$ cat src/common/divSqrtPkg.sv
`default_nettype none

package divSqrtPkg;

  ////////////////////////////////
  // Operation and state encodings
  ////////////////////////////////

  // Selects between the divide and the square root recurrence
  typedef enum logic {
    opDiv,
    opSqrt
  } opKind;

  // Top-level control states of the unit
  typedef enum logic [1:0] {
    stIdle,
    stBusy,
    stDone
  } fsmState;

  // Special-case kinds passed from the state machine to the post block
  // A zero dividend with a zero divisor is reported as divide by zero
  localparam logic [1:0] kindNone    = 2'b00;
  localparam logic [1:0] kindDivZero = 2'b01;
  localparam logic [1:0] kindZero    = 2'b10;

endpackage

`default_nettype wire
$ cat src/common/iterIf.sv
`timescale 1ns/1ps
`default_nettype none

interface iterIf #(
  parameter int dataWidth = 16
);

  // Wide enough to hold the full divide step count
  localparam int stepWidth = $clog2(dataWidth + 1);

  logic                 load;
  logic                 iterate;
  logic                 lastStep;
  logic [stepWidth-1:0] remaining;
  logic                 residualZero;

  // The state machine steers and the counter and datapath follow
  modport fsmPort (
    output load,
    output iterate,
    input  lastStep,
    input  residualZero
  );

  modport counterPort (
    input  load,
    input  iterate,
    output lastStep,
    output remaining
  );

  modport iterPort (
    input  load,
    input  iterate,
    output residualZero
  );

  // The post block only observes and never drives anything here
  modport postPort (
    input remaining,
    input residualZero
  );

endinterface

`default_nettype wire

$ cat src/divSqrtUnit.sv
`timescale 1ns/1ps
`default_nettype none

module divSqrtUnit
  import divSqrtPkg::*;
#(
  parameter int dataWidth = 16
) (
  input  logic                 clk,
  input  logic                 arstN,
  input  logic                 start,
  input  opKind                op,
  input  logic [dataWidth-1:0] opA,
  input  logic [dataWidth-1:0] opB,
  input  logic                 stall,
  input  logic                 flush,
  output logic                 busy,
  output logic                 done,
  output logic [dataWidth-1:0] result,
  output logic [dataWidth-1:0] remainder
);

  logic                 specialCase;
  logic [1:0]           specialKind;
  logic [dataWidth-1:0] partRem;
  logic [dataWidth-1:0] partRes;

  // Iteration controls shared by the state machine, counter, datapath and post block
  iterIf #(.dataWidth(dataWidth)) ctl ();

  divSqrtFsm #(.dataWidth(dataWidth)) fsm (
    .clk         (clk),
    .arstN       (arstN),
    .start       (start),
    .op          (op),
    .opA         (opA),
    .opB         (opB),
    .stall       (stall),
    .flush       (flush),
    .ctl         (ctl.fsmPort),
    .busy        (busy),
    .done        (done),
    .specialCase (specialCase),
    .specialKind (specialKind)
  );

  stepCounter #(.dataWidth(dataWidth)) counter (
    .clk   (clk),
    .arstN (arstN),
    .op    (op),
    .ctl   (ctl.counterPort)
  );

  divSqrtIter #(.dataWidth(dataWidth)) iter (
    .clk     (clk),
    .arstN   (arstN),
    .op      (op),
    .opA     (opA),
    .opB     (opB),
    .dp      (ctl.iterPort),
    .partRem (partRem),
    .partRes (partRes)
  );

  resultPost #(.dataWidth(dataWidth)) postProc (
    .clk         (clk),
    .arstN       (arstN),
    .op          (op),
    .opA         (opA),
    .done        (done),
    .specialCase (specialCase),
    .specialKind (specialKind),
    .post        (ctl.postPort),
    .partRem     (partRem),
    .partRes     (partRes),
    .result      (result),
    .remainder   (remainder)
  );

endmodule

`default_nettype wire

$ cat src/logic/resultPost.sv
`timescale 1ns/1ps
`default_nettype none

module resultPost
  import divSqrtPkg::*;
#(
  parameter int dataWidth = 16
) (
  input  logic                 clk,
  input  logic                 arstN,
  input  opKind                op,
  input  logic [dataWidth-1:0] opA,
  input  logic                 done,
  input  logic                 specialCase,
  input  logic [1:0]           specialKind,
  iterIf.postPort              post,
  input  logic [dataWidth-1:0] partRem,
  input  logic [dataWidth-1:0] partRes,
  output logic [dataWidth-1:0] result,
  output logic [dataWidth-1:0] remainder
);

  localparam int stepWidth = $clog2(dataWidth + 1);

  logic [stepWidth-1:0] shiftAmt;
  logic [dataWidth-1:0] normalRes;
  logic                 isDivZero;

  //////////////////////////////
  // Early termination
  //////////////////////////////

  // The current step is counted in remaining, so one less is still owed
  // Skipped steps would only have appended zero bits
  assign shiftAmt  = post.residualZero ? post.remaining - stepWidth'(1) : '0;
  assign normalRes = partRes << shiftAmt;

  // Only a divide can hit divide by zero
  assign isDivZero = (op == opDiv) && (specialKind == kindDivZero);

  //////////////////////////////
  // Output registers
  //////////////////////////////

  always_ff @(posedge clk or negedge arstN) begin
    if (!arstN) begin
      result    <= '0;
      remainder <= '0;
    end else if (specialCase) begin
      // Captured in the acceptance cycle while the operands are still valid
      // Divide by zero returns all ones and passes the dividend through
      result    <= isDivZero ? '1 : '0;
      remainder <= isDivZero ? opA : '0;
    end else if (!done) begin
      // Tracks every step, so the edge into done leaves the final value
      result    <= normalRes;
      remainder <= partRem;
    end
  end

endmodule

`default_nettype wire

$ cat src/divsqrt/divSqrtIter.sv
`timescale 1ns/1ps
`default_nettype none

module divSqrtIter
  import divSqrtPkg::*;
#(
  parameter int dataWidth = 16
) (
  input  logic                 clk,
  input  logic                 arstN,
  input  opKind                op,
  input  logic [dataWidth-1:0] opA,
  input  logic [dataWidth-1:0] opB,
  iterIf.iterPort              dp,
  output logic [dataWidth-1:0] partRem,
  output logic [dataWidth-1:0] partRes
);

  // Square root brings down two bits per step, hence two spare bits
  localparam int remWidth = dataWidth + 2;

  opKind                opQ;
  logic [remWidth-1:0]  rem;
  logic [dataWidth-1:0] src;
  logic [dataWidth-1:0] divisor;
  logic [dataWidth-1:0] res;

  logic [remWidth-1:0]  shifted;
  logic [remWidth-1:0]  subtrahend;
  logic [remWidth:0]    trial;
  logic                 resBit;
  logic [remWidth-1:0]  remNext;
  logic [dataWidth-1:0] srcNext;
  logic [dataWidth-1:0] resNext;

  //////////////////////////////
  // One recurrence step
  //////////////////////////////

  always_comb begin
    if (opQ == opDiv) begin
      // Bring down the next dividend bit and compare with the divisor
      shifted    = {1'b0, rem[dataWidth-1:0], src[dataWidth-1]};
      subtrahend = {2'b00, divisor};
      srcNext    = {src[dataWidth-2:0], 1'b0};
    end else begin
      // Bring down two radicand bits and compare with 4 * root + 1
      shifted    = {rem[dataWidth-1:0], src[dataWidth-1:dataWidth-2]};
      subtrahend = {res, 2'b01};
      srcNext    = {src[dataWidth-3:0], 2'b00};
    end
    trial = {1'b0, shifted} - {1'b0, subtrahend};
    // A clear borrow means the trial subtraction fits
    resBit  = !trial[remWidth];
    remNext = resBit ? trial[remWidth-1:0] : shifted;
    resNext = {res[dataWidth-2:0], resBit};
  end

  // Zero residual with only zero bits left to bring down
  // Every later step would append a zero bit and keep the residual zero
  assign dp.residualZero = (remNext == '0) && (srcNext == '0);

  // Post block sees the values this step produces
  assign partRem = remNext[dataWidth-1:0];
  assign partRes = resNext;

  //////////////////////////////
  // Registers
  //////////////////////////////

  // The operation has to outlive the start cycle
  always_ff @(posedge clk or negedge arstN) begin
    if (!arstN) begin
      opQ <= opDiv;
    end else if (dp.load) begin
      opQ <= op;
    end
  end

  always_ff @(posedge clk) begin
    if (dp.load) begin
      rem     <= '0;
      res     <= '0;
      src     <= opA;
      divisor <= opB;
    end else if (dp.iterate) begin
      rem <= remNext;
      res <= resNext;
      src <= srcNext;
    end
  end

endmodule

`default_nettype wire

$ cat src/divsqrt/stepCounter.sv
`timescale 1ns/1ps
`default_nettype none

module stepCounter
  import divSqrtPkg::*;
#(
  parameter int dataWidth = 16
) (
  input  logic       clk,
  input  logic       arstN,
  input  opKind      op,
  iterIf.counterPort ctl
);

  localparam int stepWidth = $clog2(dataWidth + 1);

  logic [stepWidth-1:0] count;
  logic [stepWidth-1:0] stepsForOp;

  // Divide retires one dividend bit per step, square root two radicand bits
  assign stepsForOp = (op == opDiv) ? stepWidth'(dataWidth) : stepWidth'(dataWidth / 2);

  always_ff @(posedge clk or negedge arstN) begin
    if (!arstN) begin
      count <= '0;
    end else if (ctl.load) begin
      count <= stepsForOp;
    end else if (ctl.iterate && (count != '0)) begin
      // Never wraps, so the post block always sees a sane count
      count <= count - stepWidth'(1);
    end
  end

  // One step left means the current busy cycle is the final one
  assign ctl.lastStep  = (count == stepWidth'(1));
  assign ctl.remaining = count;

endmodule

`default_nettype wire

$ cat src/divsqrt/divSqrtFsm.sv
`timescale 1ns/1ps
`default_nettype none

module divSqrtFsm
  import divSqrtPkg::*;
#(
  parameter int dataWidth = 16
) (
  input  logic                 clk,
  input  logic                 arstN,
  input  logic                 start,
  input  opKind                op,
  input  logic [dataWidth-1:0] opA,
  input  logic [dataWidth-1:0] opB,
  input  logic                 stall,
  input  logic                 flush,
  iterIf.fsmPort               ctl,
  output logic                 busy,
  output logic                 done,
  output logic                 specialCase,
  output logic [1:0]           specialKind
);

  fsmState state;
  fsmState stateNext;
  logic    accept;
  logic    divZero;
  logic    zeroOperand;

  //////////////////////////////
  // Start gating
  //////////////////////////////

  // A start only counts in idle and while downstream is not stalled
  assign accept = start && (state == stIdle) && !stall;

  // Operands are only valid in the start cycle, so detection is done there
  assign divZero     = (op == opDiv) && (opB == '0);
  assign zeroOperand = (opA == '0);

  // Divide by zero wins over a zero dividend
  always_comb begin
    specialKind = kindNone;
    if (divZero) begin
      specialKind = kindDivZero;
    end else if (zeroOperand) begin
      specialKind = kindZero;
    end
  end

  // The post block latches its special result in the acceptance cycle
  assign specialCase = accept && (specialKind != kindNone);

  // Only a normal start kicks off the counter and the datapath
  assign ctl.load    = accept && (specialKind == kindNone);
  assign ctl.iterate = (state == stBusy);

  // Busy covers the acceptance cycle as well as the busy state
  assign busy = accept || (state == stBusy);
  assign done = (state == stDone);

  //////////////////////////////
  // State transitions
  //////////////////////////////

  always_comb begin
    stateNext = state;
    case (state)
      stIdle: begin
        if (accept) begin
          stateNext = specialCase ? stDone : stBusy;
        end
      end
      stBusy: begin
        // Out of steps, or nothing left that could change the result
        if (ctl.lastStep || ctl.residualZero) begin
          stateNext = stDone;
        end
      end
      stDone: begin
        // Done is held for as long as downstream stalls
        if (!stall) begin
          stateNext = stIdle;
        end
      end
      default: stateNext = stIdle;
    endcase
    // Flush overrides everything else
    if (flush) begin
      stateNext = stIdle;
    end
  end

  always_ff @(posedge clk or negedge arstN) begin
    if (!arstN) begin
      state <= stIdle;
    end else begin
      state <= stateNext;
    end
  end

endmodule

`default_nettype wire

$ cat config.mk
export PLATFORM = sky130hd
export DESIGN_NAME = divSqrtUnit
export DESIGN_NICKNAME = d
export VERILOG_FILES = /design/src/common/divSqrtPkg.sv /design/src/common/iterIf.sv /design/src/divSqrtUnit.sv /design/src/logic/resultPost.sv /design/src/divsqrt/divSqrtIter.sv /design/src/divsqrt/stepCounter.sv /design/src/divsqrt/divSqrtFsm.sv
export SDC_FILE = /design/constraint.sdc
export NUM_CORES = 1
export LEC_CHECK = 0
export ABC_AREA = 1
export BUFFER_PORTS_ARGS = -buffer_cell sky130_fd_sc_hd__buf_2
export CAP_MARGIN = 20
export CORE_UTILIZATION = 35
export CTS_BUF_LIST = sky130_fd_sc_hd__clkbuf_16
export CTS_CLUSTER_SIZE = 20
export DETAILED_ROUTE_END_ITERATION = 10
export GPL_TIMING_DRIVEN = 1
export PLACE_DENSITY = 0.49
export SYNTH_ARGS = -nofsm -noshare
export SYNTH_HDL_FRONTEND = slang
export SYNTH_SLANG_ARGS = --single-unit
$ cat constraint.sdc
create_clock -name clk -period 4.23 [get_ports clk]
set_clock_uncertainty 0.05 [all_clocks]
set_input_delay 0.846 -clock clk [delete_from_list [all_inputs] [get_ports clk]]
set_output_delay 0.846 -clock clk [all_outputs]
set_load 0.005 [all_outputs]
* After elaboration in Yosys (flattened, before gate mapping) *
Index checks and enable logic that the tools add are counted.
W data, S select, Z words.

operators by class
  equality and inequality tests = 8
  add/sub/neg operators = 2
  shift operators = 1
  multiplexer cells = 24
  reductions and logical operators = 23
  bitwise operators = 1

operators with widths
  cell                   count
  $mux W16               9
  $mux W18               3
  $logic_not A16 Y1      3
  $mux W5                4
  $sub A18 B18 Y19       1
  $logic_not A18 Y1      1
  $shl A16 B5 Y16        1
  $mux W2                7
  $logic_and A1 B1 Y1    8
  $ne A3 B3 Y1 const B   2
  $pmux W2 S3            1
  $reduce_bool A2 Y1     3
  $eq A5 B1 Y1 const B   1
  $reduce_bool A5 Y1     1
  $sub A5 B1 Y5 const B  1
  $eq A2 B1 Y1 const B   2
  $logic_not A2 Y1       2
  $ne A3 B2 Y1 const B   1
  $reduce_and A3 Y1      1
  $eq A2 B2 Y1 const B   1
  $logic_not A1 Y1       2
  $logic_or A1 B1 Y1     2
  $ne A2 B2 Y1 const B   1
  $not A1 Y1             1

word-level totals
  word-level logic and storage cells = 68
  register bits after elaboration = 104

* Depth between registers and ports, before layout *
Gate-level depths: netlist of run 1.

  depth after elaboration = 9
  gate-level depth with buffers = 32
  depth with buffers taken out = 29

* Cells and area by module *
From an unflattened synthesis of run 1, not the netlist that was laid out.

second synthesis, totals
  cell total of the unflattened synthesis = 1045
  area total of the unflattened synthesis = 7279.5 um^2

by module, submodules not included
  module       sequential area each (um^2)  times used  cells each  area each (um^2)
  divSqrtIter  1626.6                       1           627         4384.2
  resultPost   800.8                        1           315         2210.9
  divSqrtFsm   50.0                         1           63          365.4
  stepCounter  125.1                        1           40          319.1

* Least setup slack after synthesis of run 1 *
Ideal clock, no wire load.

  path type = flip-flop to flip-flop
  start = register iter.opQ
  end = register postProc.result[14]
  path slack = 0.407 ns
  clock period less this slack = 3.823 ns
  cell stages (with the launch flop) = 30
  data arrival time = 3.660 ns
  buffers on the path = 7
  cell sequence = dfrtp_1 > buf_2 > buf_2 > clkbuf_1 > clkbuf_1 > o21ai_0 > ha_1 > nand2_1 > inv_2 > nand2_1 > nand2_1 > nand2_1 > nand2_1 > nor2_4 > buf_2 > nand3_1 > nand2_1 > nand2_1 > nor2_1 > nand2_1 > nor2_4 > buf_6 > buf_4 > nand4_1 > nand3_1 > nand3_1 > nand3_1 > nand3_1 > nand2_1 > inv_1

between the ends
  longest elaborated chain between the ends = 9
  elaborated cells between the ends (all ways) = 13
  classes of those cells = add/sub: 1; shift: 1; mux: 7; reduce/logical: 4

RTL lines
  element                 RTL line           source
  from (decl)             divSqrtIter.sv:22  opKind opQ;
  from (signal assigned)  divSqrtIter.sv:74  opQ <= opDiv;
  from (signal assigned)  divSqrtIter.sv:76  opQ <= op;
  $mux W18                divSqrtIter.sv:41  if (opQ == opDiv) begin
  $sub A18 B18 Y19        divSqrtIter.sv:52  trial = {1'b0, shifted} - {1'b0, subtrahend};
  $mux W18                divSqrtIter.sv:55  remNext = resBit ? trial[remWidth-1:0] : shifted;
  $logic_not A18 Y1       divSqrtIter.sv:61  assign dp.residualZero = (remNext == '0) && (srcNext == '0);
  $logic_and A1 B1 Y1     divSqrtIter.sv:61
  $mux W5                 resultPost.sv:35   assign shiftAmt = post.residualZero ? post.remaining - stepWidth'(1) : '0;
  $shl A16 B5 Y16 (*)     resultPost.sv:36   assign normalRes = partRes << shiftAmt;
  $mux W16 (*)            resultPost.sv:54   end else if (!done) begin
  $mux W16 (*)            resultPost.sv:49   end else if (specialCase) begin
  to (signal assigned)    resultPost.sv:52   result <= isDivZero ? '1 : '0;
  to (signal assigned)    resultPost.sv:56   result <= normalRes;
  to (decl)               resultPost.sv:19   output logic [dataWidth-1:0] result,

Mark *: on every way between the ends. The rest lies on a longest branch, timed or not. The select of a mux whose other input is x is not followed.
A chain may end at the register's enable or synchronous reset.

* Worst setup path in the final report of run 1 *
Same ends and word-level chain as after synthesis.

==> impl_summary.log, run 1 <==
INFO  metric worst_hold_path_type = register to register
INFO  metric initial_utilization = ~36%
INFO  metric synth.lib_cells_used.distinct = 40
INFO  metric final_net_count = 1188
INFO  metric largest_net_degree_at_the_start_of_global_routing = 46
INFO  metric finalWorstSetupSlack = approximately 0.21 ns
INFO  metric antenna_cells = 0
INFO  metric first_global_vias = 6254
INFO  metric place_worst_setup_slack = -0.005847 ns
INFO  metric postSynthRegisterBits = ~100
INFO  metric timing.setup.critical_path_class = register to register
INFO  metric cts-root-buf = sky130_fd_sc_hd__clkbuf_16
INFO  metric timing.final.crit_share = 95.10%
INFO  metric critical-path-slowest-cell = sky130_fd_sc_hd__dfrtp_2
INFO  metric fin_crit = approximately 4.0 ns
INFO  metric fin_hold_ws = 0.4389 ns
INFO  metric numCtsBuffers = 9
INFO  metric detailed_place_hpwl = roughly 17000 um
INFO  metric number_of_detailed_routing_iterations_run_before_antenna_repair = 6
INFO  metric finalHoldViolations = 0
INFO  metric synth_largest_area_cell = sky130_fd_sc_hd__nand2_1
INFO  metric final.fill_count = about 2000
INFO  metric postSynth.asyncResetShare = roughly two fifths
INFO  metric antenna_violating_nets_post_route = 0
INFO  metric critical_path.max_fanout = 22
INFO  metric finalCoreUtilization = between 40% and 50%
INFO  metric cts_max_level = 3
INFO  metric synth-warning-count = 0
INFO  metric startpoint_type = register
INFO  metric finalWirelength = 23170 um
INFO  metric flow.area_growth_from_synthesis = 22.91%
INFO  metric clock_insertion_delay_worst_skew = approximately 0.36 ns
INFO  metric tritoncts = built
INFO  metric last_weighted_congestion_value_of_the_routability_driven_placer = around 0.89
INFO  metric synth_edf_count = 32
INFO  metric numClockSinks = between 100 and 150
INFO  metric syn_nets = between 1000 and 1500
INFO  metric achievable-frequency = between 200 and 250 MHz
INFO  metric run_status = finished clean
INFO  metric io-pin-count = between 70 and 80
INFO  metric cap_viol_max_count = 0
INFO  metric overall_die_area = approximately 0.021 sq mm
INFO  metric timing.final.setup_violations = 0
INFO  metric normalized_max_slew_margin = a little over a third
INFO  metric die_height = 143.6 um
INFO  metric synthFlopType = sky130_fd_sc_hd__dfrtp_1
INFO  metric dp.cells = about 1400
INFO  metric io_buffer_count = ~70
INFO  metric clk_pin_slew = 0.08 ns
INFO  metric worstPathRequired = 4.44 ns
INFO  metric detailroute.via_count = 7115
INFO  metric syn-cell-area = roughly 0.007 sq mm
INFO  metric grt_usage = between 20% and 30%
INFO  metric synth_top_cells_by_count = sky130_fd_sc_hd__nand2_1 (308), sky130_fd_sc_hd__inv_1 (135), sky130_fd_sc_hd__nand3_1 (113), sky130_fd_sc_hd__o21ai_0 (67), sky130_fd_sc_hd__nor2_1 (63)
INFO  metric setup.worst_path.end_class = register
INFO  metric drt_first_iter_violations = between 600 and 700
INFO  metric fp.coreArea = just under 0.02 sq mm
INFO  metric max-clock-path-buffers = 2
INFO  metric arrival = 4.23 ns
INFO  metric grt_antenna_before_repair = 0
INFO  metric wl_per_cell = approximately 17 um
INFO  metric critical_path.max_stage_delay = between 0.4 and 0.5 ns
INFO  metric synth.yosys.seq_area_share = between 30% and 40%
INFO  metric syn-mean-instance-area = just under 7 sq um
INFO  metric avgViaCountPerCell = between 5 and 6
INFO  metric stdcell_count = about 1400
INFO  metric postSynthCellCount = 1028
INFO  metric ranking_of_synthesized_cells_by_area = sky130_fd_sc_hd__nand2_1 (16%), sky130_fd_sc_hd__dfrtp_1 (14%), sky130_fd_sc_hd__edfxtp_1 (14%)
INFO  metric worst_path_most_repeated_cell = sky130_fd_sc_hd__nand2_1
INFO  metric fp.dieW = between 100 and 150 um
INFO  metric overflow = 0
INFO  metric drc = 0
INFO  metric yosysTopAreaCellShare = approximately 16%
INFO  metric synthMostInstantiatedCell = sky130_fd_sc_hd__nand2_1
INFO  metric worst_slew_pin_slew = 0.9733 ns
INFO  metric wire_length_of_the_first_global_routing_pass = between 30000 and 40000 um
INFO  metric slew_violations = 0
INFO  metric number_of_cell_rows = around 50
INFO  metric layout-drive-gt1-share = between 10% and 20%
==> critical path: cells and delay by family (launching register included) <==
family	cells	cell delay (ns)
and+or+nand+nor	19	2.31
AOI/OAI and AO/OA	1	0.10
buffers and inverters	5	0.64
DFF	1	0.43
adders and majority gates	1	0.37
==> flip-flops by register name (all words and copies together), names as in the netlist <==
name                   count
iter.divisor              16
iter.rem                  16
iter.res                  16
iter.src                  16
postProc.remainder        16
postProc.result           16
counter.ctl.remaining      5
fsm.state                  2
iter.opQ                   1
==> metal layers <==
metal	vias up	GRT usage (%)	routed length, um
met5	-	0	0
met4	0	6.327	402
met3	24	3.066	1334
met2	251	32.27	9565
met1	3265	34.06	11870
li1	3575	-	-
==> what timing repair did <==
action | in CTS | in global routing
pin swaps | 0 | 13
gates cloned | 0 | 7
buffers inserted | 0 | 22
resized for setup | 2 | 84
setup endpoints to repair | 3 | 16
hold buffers | 0 | 0
hold endpoints to repair | 0 | 0
==> area by class of cell <==
cell class | instances | area [sq um] | share of cell area [%]
multi-input cells | 744 | 3935 | 45.65
flip-flops and latches | 104 | 2604 | 30.21
repair buffers | 125 | 940.9 | 10.92
inverters | 144 | 544.3 | 6.314
well taps | 265 | 331.6 | 3.847
clock buffers | 9 | 225.2 | 2.613
clock inverters | 7 | 38.79 | 0.4500
==> cell families after synthesis <==
logic type | Yosys count | share of synthesized area, %
buffers and inverters | 184 | 10.78
adder cells (fa/ha/maj) | 22 | 4.032
AO/OA/AOI/OAI | 151 | 11.54
AND/OR/NAND/NOR | 557 | 35.29
flip-flops | 104 | 37.11
XOR/XNOR | 10 | 1.249
==> placed cells by master (no fill, tap or decap), drive strengths merged, types with 7 or more instances in the layout <==
| cell type | netlist | layout |
|---|---|---|
| nand2 | 312 | 313 |
| inv | 142 | 144 |
| buf | 19 | 121 |
| nand3 | 116 | 118 |
| nor2 | 71 | 71 |
| o21ai | 70 | 70 |
| a21oi | 55 | 55 |
| dfrtp | 40 | 40 |
| edfxtp | 32 | 32 |
| dfxtp | 32 | 32 |
| nand4 | 26 | 26 |
| ha | 21 | 21 |
| a22oi | 15 | 15 |
| clkbuf | 21 | 13 |
| nor3 | 11 | 11 |
| o22ai | 8 | 8 |
| nor4 | 7 | 7 |
==> final timing paths <==
| path | startpoint | end | slack, ns | depth (start not counted) |
|---|---|---|---|---|
| worst max-delay path | iter.opQ | postProc.result[14] | 0.21 | 26 |
| worst min-delay path | iter.res[15] | iter.res[15] | 0.44 | 2 |
| worst max register to register | iter.opQ | postProc.result[14] | 0.21 | 26 |
| worst min register to register | iter.res[15] | iter.res[15] | 0.44 | 2 |
| max in group asynchronous | arstN | iter.opQ | 2.89 | 1 |
| min in group asynchronous | arstN | postProc.remainder[0] | 0.59 | 1 |
==> through the flow <==
| step | setup TNS, ns | cell area (sq um) |
|---|---|---|
| after global routing | -0.1138 | 8620 |
| final | 0 | 8620 |
| after CTS | 0 | 8009 |
| after floorplan | 0 | 7013 |
| after detailed placement | -0.005847 | 7736 |
| after global placement | 0 | 7736 |
Power of run 1 is left out: the tool's default activity adds up to more than one toggle a clock period on the data nets, which glitch-free logic cannot reach.
==> run 2, diff against run 1 <==
- CELL_PAD_IN_SITES_DETAIL_PLACEMENT: default -> 0
- CELL_PAD_IN_SITES_GLOBAL_PLACEMENT: default -> 1
- PLACE_DENSITY: 0.49 -> 0.65
==> run 2 against run 1 <==
Against the previous run:
- maximum frequency shrank 0.30%
- via count shrank 0.38%
- cell count grew 0.43%
- critical path depth grew 3
- critical path type unchanged
==> impl_summary.log, run 2 (synthesis results as in run 1) <==
INFO  metric run_status = finished clean
INFO  metric number_of_detailed_routing_iterations_run_before_antenna_repair = 5
INFO  metric final_net_count = between 1000 and 1500
INFO  metric overall_die_area = between 0.02 and 0.025 sq mm
INFO  metric timing.final.setup_violations = 0
INFO  metric critical-path-slowest-cell = sky130_fd_sc_hd__dfrtp_2
INFO  metric fp.dieW = 143.6 um
INFO  metric most_used_cells_in_the_layout_excluding_fill_and_tap_cells = sky130_fd_sc_hd__nand2_1 (301), sky130_fd_sc_hd__inv_1 (133), sky130_fd_sc_hd__nand3_1 (105), sky130_fd_sc_hd__buf_2 (72), sky130_fd_sc_hd__nor2_1 (58)
INFO  metric largest_net_degree_at_the_start_of_global_routing = between 40 and 50
INFO  metric max-clock-path-buffers = 2
INFO  metric final.fill_count = between 2000 and 2500
INFO  metric avgViaCountPerCell = 5.048
INFO  metric antenna_cells = 0
INFO  metric normalized_max_slew_margin = a little over a third
INFO  metric layout-drive-gt1-share = 19.75%
INFO  metric grt_antenna_before_repair = 1
INFO  metric io_buffer_count = a little over 70
INFO  metric layout.cells.most_common = sky130_fd_sc_hd__nand2_1
INFO  metric first_global_vias = roughly 6300
INFO  metric worst_slew_pin_slew = about 0.97 ns
INFO  metric antenna_violating_nets_post_route = 0
INFO  metric finalHoldViolations = 0
INFO  metric number_of_cell_rows = 51
INFO  metric worst_hold_path_type = register to register
INFO  metric critical_path.max_fanout = 8
INFO  metric clk_pin_slew = around 0.080 ns
INFO  metric drt_first_iter_violations = approximately 370
INFO  metric numCtsBuffers = 9
INFO  metric wl_per_cell = between 15 and 20 um
INFO  metric io-pin-count = 72
INFO  metric initial_utilization = 35.92%
INFO  metric tritoncts = built
INFO  metric fin_crit = 4.035 ns
INFO  metric setup.worst_path.end_class = register
INFO  metric fin_tns_setup = 0 ns
INFO  metric finalWirelength = approximately 23000 um
INFO  metric fp.coreArea = around 0.020 sq mm
INFO  metric slew_violations = 0
INFO  metric die_height = approximately 140 um
INFO  metric cts.hold.buffers_added = 0
INFO  metric worst_path_most_repeated_cell = sky130_fd_sc_hd__nand2_1
INFO  metric critical_path.max_stage_delay = 0.43 ns
INFO  metric flow.area_growth_from_synthesis = 22.77%
INFO  metric wire_length_of_the_first_global_routing_pass = ~35000 um
INFO  metric last_weighted_congestion_value_of_the_routability_driven_placer = between 0.9 and 1
INFO  metric detailroute.via_count = slightly above 7000
INFO  metric startpoint_type = register
INFO  metric timing.setup.critical_path_class = register to register
INFO  metric cts-root-buf = sky130_fd_sc_hd__clkbuf_16
INFO  metric cap_viol_max_count = 0
INFO  metric worstPathRequired = 4.45 ns
INFO  metric grt_usage = 22.71%
INFO  metric arrival = 4.25 ns
INFO  metric numClockSinks = ~100
INFO  metric achievable-frequency = around 250 MHz
INFO  metric clock_insertion_delay_worst_skew = ~0.36 ns
INFO  metric cts_max_level = 3
INFO  metric detailed_place_hpwl = between 15000 and 20000 um
INFO  metric drc = 0
INFO  metric overflow = 0
INFO  metric timing.final.crit_share = a little over nine tenths
==> run 2: cell count changes in the layout (fill, tap and decap cells not counted), moves of 4 or more <==
cell,change
sky130_fd_sc_hd__nand3_2,+4
sky130_fd_sc_hd__o21ai_0,+10
sky130_fd_sc_hd__buf_12,-5
sky130_fd_sc_hd__o21ai_1,-8
sky130_fd_sc_hd__nand3_1,-4
sky130_fd_sc_hd__buf_4,+6
sky130_fd_sc_hd__buf_6,+8
==> run 2: per-stage QoR <==
stage | util, % | worst slack [ns] | hold WS, ns | cells | instance area (sq um)
detailed placement | 40.14 | 0.01999 | 0.4055 | 1369 | 7839
floorplan | - | 0.4070 | 0.3835 | 1028 | 7013
global placement | 40.14 | 0.03743 | 0.4029 | 1369 | 7839
CTS | 41.67 | 0.03435 | 0.4259 | 1385 | 8137
finish | 44.09 | 0.1951 | 0.4180 | 1404 | 8610
global route | 44.09 | -0.01152 | 0.4490 | 1404 | 8610
==> run 2: area by class of cell <==
cell class / instances / area (sq um) / area share [%]
Timing Repair Buffer: 132 / 923.4 / 10.73
Multi-Input combinational cell: 743 / 3913 / 45.44
Tap cell: 265 / 331.6 / 3.851
Clock inverter: 7 / 70.07 / 0.8138
Sequential cell: 104 / 2604 / 30.24
Inverter: 144 / 543.0 / 6.307
Clock buffer: 9 / 225.2 / 2.616
==> run 2: worst paths after layout <==
kind / startpoint / end / slack (ns) / cells past startpoint
max: iter.opQ / postProc.result[15] / 0.20 / 29
min: iter.res[15] / iter.res[15] / 0.42 / 2
max reg2reg: iter.opQ / postProc.result[15] / 0.20 / 29
min reg2reg: iter.res[15] / iter.res[15] / 0.42 / 2
max in group asynchronous: arstN / iter.opQ / 2.89 / 1
min in group asynchronous: arstN / postProc.remainder[1] / 0.57 / 1
==> run 2: critical path, delay by kind of cell, from the launching register on <==
family	cells	cell delay [ns]
fa+ha+maj	1	0.31
compound gates	1	0.07
simple gates	19	2.10
flops	1	0.43
buf+inv	8	0.96
==> run 2: what timing repair did <==
action	CTS	global route
resized for setup	1	74
setup buffers	0	13
gates cloned	0	6
pin swaps	0	14
endpoints found under the setup margin	1	16
==> run 2: routing by layer <==
metal / GRT usage [%] / wire length [um] / vias to the layer above
li1: - / - / 3591
met1: 34.44 / 12120 / 3298
met2: 32.65 / 9972 / 173
met3: 2.532 / 761 / 24
met4: 8.287 / 506 / 2
met5: 0 / 13 / -
Power of run 2 is left out for the same reason.
